<file path="config.mk">
export PLATFORM = sky130hd
export DESIGN_NAME = decodeTop
export DESIGN_NICKNAME = d
export VERILOG_FILES = /design/src/design/decodePkg.sv /design/src/design/ctrlDecoder.sv /design/src/design/decodeQueue.sv /design/src/design/decodeTop.sv /design/src/design/issuePort.sv
export SDC_FILE = /design/constraint.sdc
export NUM_CORES = 1
export LEC_CHECK = 0
export BUFFER_PORTS_ARGS = -buffer_cell sky130_fd_sc_hd__buf_2
export CORE_MARGIN = 3
export CORE_UTILIZATION = 55
export DETAILED_ROUTE_END_ITERATION = 16
export PLACE_DENSITY = 0.76
export RECOVER_POWER = 50
export SETUP_SLACK_MARGIN = 0.4
export SYNTH_ARGS = -nofsm -noshare
export SYNTH_HDL_FRONTEND = slang
export SYNTH_HIERARCHICAL = 1
export SYNTH_SLANG_ARGS = --single-unit
</file>
<file path="constraint.sdc">
create_clock -name clk -period 4.17 [get_ports clk]
set_input_delay 0.834 -clock clk [delete_from_list [all_inputs] [get_ports clk]]
set_output_delay 0.834 -clock clk [all_outputs]
set_load 0.01 [all_outputs]
</file>
<file path="src/design/decodePkg.sv">
package decodePkg;

	//////////////////////////////////////////////////
	// basic widths
	//////////////////////////////////////////////////
	typedef logic [31:0] instrT;
	typedef logic [31:0] wordT;
	typedef logic [4:0]  regIdxT;
	typedef logic [1:0]  storeMaskT; // 0 none, 1 byte, 2 half, 3 word

	localparam int CreditBits = 4;

	//////////////////////////////////////////////////
	// control encodings
	//////////////////////////////////////////////////
	typedef enum logic [6:0] {
		Beq = 7'd0, Bne = 7'd1, Blt = 7'd2, Bge = 7'd3, Bltu = 7'd4, Bgeu = 7'd5,
		Add = 7'd18,
		Slti = 7'd19, Sltiu = 7'd20, Xori = 7'd21, Ori = 7'd22, Andi = 7'd23,
		Slli = 7'd24, Srli = 7'd25, Srai = 7'd26,
		AddR = 7'd27, Sub = 7'd28, Sll = 7'd29, Slt = 7'd30, Sltu = 7'd31,
		Xor = 7'd32, Srl = 7'd33, Sra = 7'd34, Or = 7'd35, And = 7'd36,
		Nop = 7'd37, Ecall = 7'd38, Ebreak = 7'd39
	} aluOpT;

	typedef enum logic [2:0] {
		LoadByte = 3'd1,
		LoadHalf = 3'd2,
		LoadByteU = 3'd3,
		LoadHalfU = 3'd4,
		LoadWordOrNone = 3'd5 // also every non-load
	} loadTypeT;

	typedef enum logic [2:0] {
		ClassAlu = 3'd0,
		ClassBranch = 3'd1,
		ClassLoad = 3'd2,
		ClassStore = 3'd3,
		ClassSystem = 3'd4
	} instrClassT;

	localparam logic [6:0] OpLui = 7'b0110111;
	localparam logic [6:0] OpAuipc = 7'b0010111;
	localparam logic [6:0] OpJal = 7'b1101111;
	localparam logic [6:0] OpJalr = 7'b1100111;
	localparam logic [6:0] OpBranch = 7'b1100011;
	localparam logic [6:0] OpLoad = 7'b0000011;
	localparam logic [6:0] OpStore = 7'b0100011;
	localparam logic [6:0] OpImm = 7'b0010011;
	localparam logic [6:0] OpReg = 7'b0110011;
	localparam logic [6:0] OpFence = 7'b0001111;
	localparam logic [6:0] OpSystem = 7'b1110011;

	//////////////////////////////////////////////////
	// decoded control word
	//////////////////////////////////////////////////
	typedef struct packed {
		aluOpT      aluOp;
		wordT       imm;
		regIdxT     rs1;
		regIdxT     rs2;
		regIdxT     rd;
		logic       regWrite;
		logic       aluSrc;
		logic       memToReg;
		logic       memWrite;
		logic       branch;
		logic       jump;
		logic       jalr;
		logic       auipc;
		loadTypeT   loadType;
		storeMaskT  storeMask;
		instrClassT instrClass;
		logic       illegal;
	} decodeEntryT;

	// word for any undefined encoding
	localparam decodeEntryT IllegalEntry = '{
		aluOp: Nop,
		loadType: LoadWordOrNone,
		instrClass: ClassSystem,
		illegal: 1'b1,
		default: '0
	};

endpackage

</file>
<file path="src/design/ctrlDecoder.sv">
module ctrlDecoder #(
	parameter int QueueDepth = 4
) (
	input  logic                   clk,
	input  logic                   arstN,
	input  logic                   instrValid,
	input  decodePkg::instrT       instr,
	input  logic                   credit,
	output logic                   instrCredit,
	output logic                   push,
	output decodePkg::decodeEntryT entry
);
	import decodePkg::*;

	instrT                 holdInstr;
	logic                  holdValid;
	logic [CreditBits-1:0] qCredits;
	logic                  sendNow;
	decodeEntryT           decoded;
	logic                  legal;
	logic [6:0]            opcode;
	logic [2:0]            funct3;
	wordT                  immI;
	wordT                  immS;
	wordT                  immB;
	wordT                  immU;
	wordT                  immJ;
	wordT                  shamt;

	assign opcode = holdInstr[6:0];
	assign funct3 = holdInstr[14:12];

	assign immI = {{20{holdInstr[31]}}, holdInstr[31:20]};
	assign immS = {{20{holdInstr[31]}}, holdInstr[31:25], holdInstr[11:7]};
	assign immB = {{19{holdInstr[31]}}, holdInstr[31], holdInstr[7], holdInstr[30:25],
		holdInstr[11:8], 1'b0};
	assign immU = {holdInstr[31:12], 12'b0};
	assign immJ = {{11{holdInstr[31]}}, holdInstr[31], holdInstr[19:12], holdInstr[20],
		holdInstr[30:21], 1'b0};
	assign shamt = {27'b0, holdInstr[24:20]};

	//////////////////////////////////////////////////
	// decode of the held instruction
	//////////////////////////////////////////////////
	always_comb begin
		decoded = '0;
		decoded.aluOp = Add;
		decoded.loadType = LoadWordOrNone;
		decoded.instrClass = ClassAlu;
		decoded.rs1 = holdInstr[19:15];
		decoded.rd = holdInstr[11:7];
		legal = 1'b1;
		case (opcode)
			OpLui, OpAuipc: begin
				decoded.rs1 = '0;
				decoded.imm = immU;
				decoded.regWrite = 1'b1;
				decoded.aluSrc = 1'b1;
				decoded.auipc = (opcode == OpAuipc);
			end
			OpJal: begin
				decoded.rs1 = '0;
				decoded.imm = immJ;
				decoded.regWrite = 1'b1;
				decoded.aluSrc = 1'b1;
				decoded.jump = 1'b1;
			end
			OpJalr: begin
				decoded.imm = immI;
				decoded.regWrite = 1'b1;
				decoded.aluSrc = 1'b1;
				decoded.jalr = 1'b1;
				legal = (funct3 == 3'b000);
			end
			OpBranch: begin
				decoded.rd = '0;
				decoded.rs2 = holdInstr[24:20];
				decoded.imm = immB;
				decoded.branch = 1'b1;
				decoded.instrClass = ClassBranch;
				case (funct3)
					3'b000: decoded.aluOp = Beq;
					3'b001: decoded.aluOp = Bne;
					3'b100: decoded.aluOp = Blt;
					3'b101: decoded.aluOp = Bge;
					3'b110: decoded.aluOp = Bltu;
					3'b111: decoded.aluOp = Bgeu;
					default: legal = 1'b0;
				endcase
			end
			OpLoad: begin
				decoded.imm = immI;
				decoded.regWrite = 1'b1;
				decoded.aluSrc = 1'b1;
				decoded.memToReg = 1'b1;
				decoded.instrClass = ClassLoad;
				case (funct3)
					3'b000: decoded.loadType = LoadByte;
					3'b001: decoded.loadType = LoadHalf;
					3'b010: decoded.loadType = LoadWordOrNone;
					3'b100: decoded.loadType = LoadByteU;
					3'b101: decoded.loadType = LoadHalfU;
					default: legal = 1'b0;
				endcase
			end
			OpStore: begin
				decoded.rd = '0;
				decoded.rs2 = holdInstr[24:20];
				decoded.imm = immS;
				decoded.aluSrc = 1'b1;
				decoded.memWrite = 1'b1;
				decoded.instrClass = ClassStore;
				case (funct3)
					3'b000: decoded.storeMask = 2'd1;
					3'b001: decoded.storeMask = 2'd2;
					3'b010: decoded.storeMask = 2'd3;
					default: legal = 1'b0;
				endcase
			end
			OpImm: begin
				decoded.imm = immI;
				decoded.regWrite = 1'b1;
				decoded.aluSrc = 1'b1;
				case (funct3)
					3'b000: decoded.aluOp = Add;
					3'b010: decoded.aluOp = Slti;
					3'b011: decoded.aluOp = Sltiu;
					3'b100: decoded.aluOp = Xori;
					3'b110: decoded.aluOp = Ori;
					3'b111: decoded.aluOp = Andi;
					3'b001: begin
						decoded.aluOp = Slli;
						decoded.imm = shamt;
					end
					default: begin // 101, bit 30 picks arithmetic
						decoded.aluOp = holdInstr[30] ? Srai : Srli;
						decoded.imm = shamt;
					end
				endcase
			end
			OpReg: begin
				decoded.rs2 = holdInstr[24:20];
				decoded.regWrite = 1'b1;
				case (funct3)
					3'b000: decoded.aluOp = holdInstr[30] ? Sub : AddR;
					3'b001: decoded.aluOp = Sll;
					3'b010: decoded.aluOp = Slt;
					3'b011: decoded.aluOp = Sltu;
					3'b100: decoded.aluOp = Xor;
					3'b101: decoded.aluOp = holdInstr[30] ? Sra : Srl;
					3'b110: decoded.aluOp = Or;
					default: decoded.aluOp = And;
				endcase
			end
			OpFence, OpSystem: begin
				decoded.instrClass = ClassSystem;
				if (opcode == OpFence)
					decoded.aluOp = Nop;
				else
					decoded.aluOp = holdInstr[20] ? Ebreak : Ecall;
				legal = (funct3 == 3'b000);
			end
			default: legal = 1'b0;
		endcase
		if (!legal)
			decoded = IllegalEntry;
	end

	//////////////////////////////////////////////////
	// holding register and queue credits
	//////////////////////////////////////////////////
	assign sendNow = holdValid && (qCredits != '0);

	always_ff @(posedge clk or negedge arstN) begin
		if (!arstN) begin
			holdValid <= 1'b0;
			push <= 1'b0;
			instrCredit <= 1'b0;
			qCredits <= CreditBits'(QueueDepth);
		end else begin
			push <= sendNow;
			instrCredit <= sendNow; // slot freed, upstream may send again
			if (instrValid)
				holdValid <= 1'b1;
			else if (sendNow)
				holdValid <= 1'b0;
			case ({sendNow, credit})
				2'b10: qCredits <= qCredits - 1'b1;
				2'b01: qCredits <= qCredits + 1'b1;
				default: ;
			endcase
		end
	end

	always_ff @(posedge clk) begin
		if (instrValid)
			holdInstr <= instr;
		if (sendNow)
			entry <= decoded;
	end

endmodule

</file>
<file path="src/design/decodeQueue.sv">
module decodeQueue #(
	parameter int QueueDepth = 4
) (
	input  logic                   clk,
	input  logic                   arstN,
	input  logic                   push,
	input  decodePkg::decodeEntryT entry,
	input  logic                   pop,
	output logic                   credit,
	output logic                   headValid,
	output decodePkg::decodeEntryT head
);
	import decodePkg::*;

	localparam int PtrBits = $clog2(QueueDepth);
	localparam int CntBits = $clog2(QueueDepth + 1);

	decodeEntryT        mem [QueueDepth];
	logic [PtrBits-1:0] wrPtr;
	logic [PtrBits-1:0] rdPtr;
	logic [CntBits-1:0] count;

	function automatic logic [PtrBits-1:0] nextPtr(logic [PtrBits-1:0] p);
		return (p == PtrBits'(QueueDepth - 1)) ? '0 : p + 1'b1; // depth need not be 2^n
	endfunction

	assign headValid = (count != '0);
	assign head = mem[rdPtr];

	always_ff @(posedge clk or negedge arstN) begin
		if (!arstN) begin
			wrPtr <= '0;
			rdPtr <= '0;
			count <= '0;
			credit <= 1'b0;
		end else begin
			credit <= pop; // one slot back to the producer
			if (push)
				wrPtr <= nextPtr(wrPtr);
			if (pop)
				rdPtr <= nextPtr(rdPtr);
			case ({push, pop})
				2'b10: count <= count + 1'b1;
				2'b01: count <= count - 1'b1;
				default: ;
			endcase
		end
	end

	always_ff @(posedge clk) begin
		if (push)
			mem[wrPtr] <= entry;
	end

endmodule

</file>
<file path="src/design/decodeTop.sv">
module decodeTop #(
	parameter int QueueDepth = 4,
	parameter int OutCredits = 2
) (
	input  logic                  clk,
	input  logic                  arstN,
	input  logic                  instrValid,
	input  decodePkg::instrT      instr,
	input  logic                  outCredit,
	output logic                  instrCredit,
	output logic                  decValid,
	output decodePkg::aluOpT      decAluOp,
	output decodePkg::wordT       decImm,
	output decodePkg::regIdxT     decRs1,
	output decodePkg::regIdxT     decRs2,
	output decodePkg::regIdxT     decRd,
	output logic                  decRegWrite,
	output logic                  decAluSrc,
	output logic                  decMemToReg,
	output logic                  decMemWrite,
	output logic                  decBranch,
	output logic                  decJump,
	output logic                  decJalr,
	output logic                  decAuipc,
	output decodePkg::loadTypeT   decLoadType,
	output decodePkg::storeMaskT  decStoreMask,
	output decodePkg::instrClassT decClass,
	output logic                  decIllegal
);
	import decodePkg::*;

	logic        push;
	logic        qCredit;
	logic        pop;
	logic        headValid;
	decodeEntryT entry;
	decodeEntryT head;

	ctrlDecoder #(.QueueDepth(QueueDepth)) i_ctrlDecoder (
		.clk(clk), .arstN(arstN), .instrValid(instrValid), .instr(instr),
		.credit(qCredit), .instrCredit(instrCredit), .push(push), .entry(entry)
	);

	decodeQueue #(.QueueDepth(QueueDepth)) i_decodeQueue (
		.clk(clk), .arstN(arstN), .push(push), .entry(entry), .pop(pop),
		.credit(qCredit), .headValid(headValid), .head(head)
	);

	issuePort #(.OutCredits(OutCredits)) i_issuePort (
		.clk(clk), .arstN(arstN), .headValid(headValid), .head(head),
		.outCredit(outCredit), .pop(pop), .decValid(decValid),
		.decAluOp(decAluOp), .decImm(decImm), .decRs1(decRs1), .decRs2(decRs2),
		.decRd(decRd), .decRegWrite(decRegWrite), .decAluSrc(decAluSrc),
		.decMemToReg(decMemToReg), .decMemWrite(decMemWrite), .decBranch(decBranch),
		.decJump(decJump), .decJalr(decJalr), .decAuipc(decAuipc),
		.decLoadType(decLoadType), .decStoreMask(decStoreMask),
		.decClass(decClass), .decIllegal(decIllegal)
	);

endmodule

</file>
<file path="src/design/issuePort.sv">
module issuePort #(
	parameter int OutCredits = 2
) (
	input  logic                   clk,
	input  logic                   arstN,
	input  logic                   headValid,
	input  decodePkg::decodeEntryT head,
	input  logic                   outCredit,
	output logic                   pop,
	output logic                   decValid,
	output decodePkg::aluOpT       decAluOp,
	output decodePkg::wordT        decImm,
	output decodePkg::regIdxT      decRs1,
	output decodePkg::regIdxT      decRs2,
	output decodePkg::regIdxT      decRd,
	output logic                   decRegWrite,
	output logic                   decAluSrc,
	output logic                   decMemToReg,
	output logic                   decMemWrite,
	output logic                   decBranch,
	output logic                   decJump,
	output logic                   decJalr,
	output logic                   decAuipc,
	output decodePkg::loadTypeT    decLoadType,
	output decodePkg::storeMaskT   decStoreMask,
	output decodePkg::instrClassT  decClass,
	output logic                   decIllegal
);
	import decodePkg::*;

	logic [CreditBits-1:0] outCnt;
	decodeEntryT           outEntry;

	assign pop = headValid && (outCnt != '0); // issue and pop are the same event

	always_ff @(posedge clk or negedge arstN) begin
		if (!arstN) begin
			decValid <= 1'b0;
			outCnt <= CreditBits'(OutCredits);
		end else begin
			decValid <= pop;
			case ({pop, outCredit})
				2'b10: outCnt <= outCnt - 1'b1;
				2'b01: outCnt <= outCnt + 1'b1;
				default: ; // both or neither
			endcase
		end
	end

	always_ff @(posedge clk) begin
		if (pop)
			outEntry <= head;
	end

	assign decAluOp = outEntry.aluOp;
	assign decImm = outEntry.imm;
	assign decRs1 = outEntry.rs1;
	assign decRs2 = outEntry.rs2;
	assign decRd = outEntry.rd;
	assign decRegWrite = outEntry.regWrite;
	assign decAluSrc = outEntry.aluSrc;
	assign decMemToReg = outEntry.memToReg;
	assign decMemWrite = outEntry.memWrite;
	assign decBranch = outEntry.branch;
	assign decJump = outEntry.jump;
	assign decJalr = outEntry.jalr;
	assign decAuipc = outEntry.auipc;
	assign decLoadType = outEntry.loadType;
	assign decStoreMask = outEntry.storeMask;
	assign decClass = outEntry.instrClass;
	assign decIllegal = outEntry.illegal;

endmodule

</file>
# --- Word-level counts from Yosys, hierarchy flattened ---
# Memory sizes are Yosys's and may differ from the RTL's. A register that Yosys moved wholly into a read port is not among the register bits.
# Cells that the tools add are included.
classes:
  addsub: 8
  n_eq_ne: 26
  n_mux: 35
  n_bitwise: 1
  n_reduce_logical: 28
op_table:
  columns: ["operator", "count"]
  rows:
  - ["one-hot mux 32 bit (6 select lines)", 1]
  - ["one-hot mux 7 bit (7 select lines)", 2]
  - ["two-way mux 32 bit", 1]
  - ["one-hot mux 5 bit (6 select lines)", 1]
  - ["equality test 7 bit, second input constant", 4]
  - ["one-hot mux 7 bit (4 select lines)", 1]
  - ["one-hot mux 3 bit (4 select lines)", 2]
  - ["equality test 7 x 6 -> 1 bit, second input constant", 3]
  - ["two-way mux 1 bit", 16]
  - ["one-hot mux 4 bit (2 select lines)", 2]
  - ["equality test 7 x 5 -> 1 bit, second input constant", 2]
  - ["OR reduction 7 bit", 2]
  - ["equality test 3 bit, second input constant", 4]
  - ["OR reduction 3 bit", 4]
  - ["OR reduction 6 bit", 2]
  - ["equality test 2 bit, second input constant", 5]
  - ["OR reduction 5 bit", 2]
  - ["adder 4 x 1 -> 4 bit, second input constant", 2]
  - ["two-way mux 2 bit", 4]
  - ["AND reduction 2 bit", 4]
  - ["nonzero test 2 bit", 4]
  - ["nonzero test 4 bit", 2]
  - ["subtractor 4 x 1 -> 4 bit, second input constant", 2]
  - ["equality test 7 x 2 -> 1 bit, second input constant", 1]
  - ["other kinds (18)", 25]
word_totals:
  reg_bits: 121
  ram_bits: 284
  inputBits: 36
  output_inout_bits: 73
  n_memories: 1
memory_table:
  columns: ["memory", "words", "width", "read_ports", "rd_ports_with_merged_regs", "write_ports", "line", "text"]
  rows:
  - ["i_decodeQueue.mem", 4, 71, 1, 1, 1, "decodeQueue.sv:18", "decodeEntryT mem [QueueDepth];"]

# --- Logic depth before layout (Yosys ltp) ---
depth:
  ltp_word: 6
  depth_mapped: 10
  mapped_depth_nobuf: 10

# --- By module ---
# Netlist, hierarchy kept.
modules_own_cells:
  columns: ["module", "n_inst", "cells_per_inst", "area_per_inst_um2", "seq_area_each_um2"]
  rows:
  - ["decodeQueue", 1, 406, 10747.8, 8728.4]
  - ["ctrlDecoder", 1, 360, 4752.1, 3214.3]
  - ["issuePort", 1, 102, 2474.9, 2258.4]

# --- Least setup slack after synthesis ---
# No wires, ideal clock.
synth_path:
  kind: "flip-flop to flip-flop"
  startpoint: "register i_issuePort.outCnt[1]"
  endpoint: "register i_decodeQueue.count[1]"
  arrival_ps: 3215
  required_ps: 4045
  slack_ps: 830
  stages_incl_launch_ff: 6
  path_buffers: 0
  path_cell_list: "dfstp_2 -> o41ai_1 -> inv_1 -> ha_1 -> fa_1 -> mux2_2"
synth_between:
  elab_chain_len: 4
  elab_cells_between_ends: 6
synth_rtl:
  columns: ["element", "line", "text"]
  rows:
  - ["start, declared", "issuePort.sv:31", "logic [CreditBits-1:0] outCnt;"]
  - ["start signal, assigned", "issuePort.sv:39", "outCnt <= CreditBits'(OutCredits);"]
  - ["start signal, assigned", "issuePort.sv:43", "2'b10: outCnt <= outCnt - 1'b1;"]
  - ["start signal, assigned", "issuePort.sv:44", "2'b01: outCnt <= outCnt + 1'b1;"]
  - ["nonzero test 4 bit (*)", "issuePort.sv:34", "assign pop = headValid && (outCnt != '0);"]
  - ["logical AND 1 bit (*)", "issuePort.sv:34", null]
  - ["net pop", "decodeTop.sv:34", "logic pop;"]
  - ["equality test 2 x 1 -> 1 bit / equality test 2 bit (equally long branches)", "decodeQueue.sv:42", "case ({push, pop})"]
  - ["one-hot mux 3 bit (2 select lines) / nonzero test 2 bit (equally long branches)", null, null]
  - ["end signal, assigned", "decodeQueue.sv:43", "2'b10: count <= count + 1'b1;"]
  - ["end signal, assigned", "decodeQueue.sv:44", "2'b01: count <= count - 1'b1;"]
  - ["end, declared", "decodeQueue.sv:21", "logic [CntBits-1:0] count;"]
# Mark *: on every way through the listed nets, which the timed path passes. The rest lies on a longest branch.
# A chain may end at the register's enable or synchronous reset.

# --- Worst setup path in the final report ---
layout_path:
  startpoint: "register i_decodeQueue.wrPtr[0]"
  endpoint: "memory i_decodeQueue/mem[0][18] (netlist name), enable pin"
layout_lines:
  columns: ["element", "line", "text"]
  rows:
  - ["start, declared", "decodeQueue.sv:19", "logic [PtrBits-1:0] wrPtr;"]
  - ["start signal, assigned", "decodeQueue.sv:39", "wrPtr <= nextPtr(wrPtr);"]
  - ["end, declared", "decodeQueue.sv:18", null]
# Straight into the memory's write port.

==> metrics.csv <==
metric,value,unit
WL met3,1.934,mm
Antenna Cells,0,
"most common cell after layout, fill and taps aside",edfxtp_1,
Worst Skew,0.01471,ns
CP endpoint kind,register,
"Area growth, synth to finish",13.11,%
IO buf count,108,
Routed Antenna Nets,0,
initial antenna violation count,0,
status,"finished, violations left",
"delay-heaviest family, CP",simple AND/OR/NAND/NOR gates,
Post-Route M1 WL,14.44,mm
"Avg Cell Area, Syn",20.71,um2
Core Footprint,31880,um2
Post-synth EDFFs,457,
max-slew violation count,147,
Final Cycle Share,82.56,%
Worst Setup SP,i_decodeQueue/wrPtr[0],
CP Buf/Inv Count,2,
Max-Cap Viols,4,
Via Count,8424,
"CTS clk-pin slew, worst paths",0.06,ns
crit path launch type,register,
die width,186.8,um
routed wire length on met2,16.14,mm
post-route minimum period,3.443,ns
die height,186.8,um
number of cells on the critical path,4,
share of the synthesized area in the top cell type,76.35,%
synthesized area,17970,um2
Via density,5.727,
Finished Core Util,63.78,%
Netlist cell types,65,
sw frac,19.67,%
crit path cell chain,"inv_1, ha_1, and2_0, buf_4",
# resized after CTS,0,
Num CTS Buffers,47,
YS warnings,6,
part of the power in registers,55.7,%
sequential area share after synthesis,79.01,%
largest net degree at the start of global routing,76,
vias in the first global route,8669,
Final HPWL DP,19.84,mm
Comb pwr share,2.4,%
Skew-Pair Late Insertion Delay,0.54,ns
Critical Path Fanout Max,30,
prevailing post-synth register cell,edfxtp_1,
clock root buffer,clkbuf_16,
#FFs+latches synth,476,
worst path required time,4.37,ns
Reg2Reg Launch Point,i_decodeQueue/wrPtr[0],
synthesized net count,919,
RSZ-0062 raised after global routing,false,
Remaining DRCs,0,
max_slew headroom,-65.43,%
router iterations before antenna repair,5,
Fmax,290.5,MHz
Leak,0.005308,uW
Fin. Hold Viols,0,
leading area contributor after synthesis,edfxtp_1,
NetSw,1869,uW
FF-to-FF path depth,4,
placer congestion estimate,0.8232,
Congestion Overflow GR,0,
WP data arrival,3.64,ns
fraction of registers with async set/reset,3.992,%
Top Metal Used,met4,
clk sink count,476,
P_int,7632,uW
failing checks,"max-capacitance violations, max-slew violations",
most frequent cells in the layout,"457 x edfxtp_1, 88 x buf_2, 70 x mux4_2",
Clock Power Share,41.9,%
slowest CP cell,and2_0,
Hold Buf Count CTS,0,
Setup-failing EPs final,0,
Pwr Density,467.3,nW/um2
Initial DRC Count,625,
row count,65,
Synth Instances,868,
peak supply drop,343.1,uV
GRT Total Usage,19.22,%
Setup TNS Final,0,ns
Setup CP Type,register to register,
critical path's largest stage delay,1.80,ns
first-pass GRT wire length,51.81,mm
Slew @ Worst Pin,2.480,ns
Routed WL per cell,22.50,um
Post-CTS Setup Bufs,0,
io pins,109,
"wirelength, routed",33.09,mm
Final #Nets,1050,
TritonCTS clock tree,yes,
Synth area leaders,"edfxtp_1 76%, mux4_2 8.8%, dfrtp_1 2.4%, a21oi_2 1.1%, and3_1 0.94%",
Initial Util,56.38,%
Worst Hold Class,input port to asynchronous set/reset pin,
layout cell share with drive strength beyond 1,26.64,%
CTS max path bufs,3,
total die area,34890,um2
htree depth,2,
==> cells by family after synthesis <==
kind of cell    synth area share [%]
flops                          79.01
simple gates                   4.538
compound gates                 3.306
mux                            9.341
buf+inv                        2.081
fa+ha+maj                      1.169
xor+xnor                      0.5360
other cells                  0.02086
==> worst paths after layout <==
path / end / slack [ns]
min in group clk: i_ctrlDecoder/holdInstr[12] / 0.47
max in group asynchronous: i_decodeQueue/rdPtr[0] / 2.92
setup reg to reg: i_decodeQueue/mem[0][18] / 0.73
setup / recovery: i_decodeQueue/mem[0][18] / 0.73
hold / removal: i_issuePort/outCnt[3] / 0.47
hold reg to reg: i_ctrlDecoder/qCredits[3] / 0.48
==> layer usage <==
metal	vias to the layer above	track usage, %
li1	3757	-
met1	4318	28.52
met2	308	30.82
met3	41	2.968
met4	0	4.594
met5	-	0
==> registers in the layout, indices dropped and copies added, names as in the netlist, 2 cells and up <==
signal / count
i_issuePort/decStoreMask: 2
i_issuePort/decClass: 3
i_issuePort/outCnt: 4
i_decodeQueue/rdPtr: 2
i_issuePort/decLoadType: 3
i_issuePort/decRs1: 5
i_issuePort/decRs2: 5
i_decodeQueue/count: 3
i_issuePort/decRd: 5
i_decodeQueue/mem: 284
i_issuePort/decAluOp: 7
i_ctrlDecoder/qCredits: 4
i_ctrlDecoder/entry: 70
i_issuePort/decImm: 32
i_decodeQueue/wrPtr: 2
i_ctrlDecoder/holdInstr: 32
==> power groups by stage <==
| stage | logic (uW) | registers (uW) | clock network [uW] |
|---|---|---|---|
| after global placement | 226 | 5390 | 0 |
| final | 228 | 5290 | 3980 |
| after global routing | 253 | 5290 | 4260 |
| after floorplan | 172 | 5350 | 0 |
| after detailed placement | 227 | 5390 | 0 |
| after CTS | 231 | 5290 | 4070 |
==> worst reg2reg max path: cells and delay by family, from the launching register on <==
kind / cells / cell delay, ns
DFF: 1 / 0.42
and+or+nand+nor: 1 / 1.80
adders and majority gates: 1 / 0.15
buffers and inverters: 2 / 0.72
==> cell type report <==
type / instances / area, um2
fill: 2202 / 11550
sequential: 476 / 14210
clock inverter: 27 / 217.7
multi-input combinational: 338 / 3401
clock buffer: 59 / 1252
inverter: 11 / 42.54
tap: 435 / 544.3
timing repair buffer: 125 / 668.1
==> synthesized netlist by cell type, types with 9 or more instances <==
library cell / instances
buf_2: 12
dfrtp_1: 17
edfxtp_1: 457
o21ai_0: 16
a21oi_1: 11
nor2_1: 24
nand3_1: 9
and3_1: 27
xnor2_1: 9
clkbuf_1: 14
nand2_1: 39
a21oi_2: 23
ha_1: 12
inv_1: 10
mux4_2: 70
==> per-stage QoR <==
step	cells	hold slack [ns]	area, um2	power, uW	setup slack (ns)
after global placement	1385	0.4575	18900	5611	1.314
after detailed placement	1385	0.4669	18900	5612	1.191
final	1471	0.4676	20330	9500	0.7272
after global routing	1471	0.4507	20330	9806	0.5076
after CTS	1471	0.2317	20370	9591	1.176
after floorplan	868	0.4357	17970	5525	0.8300
No activity file was read; power rests on OpenSTA's default activity.
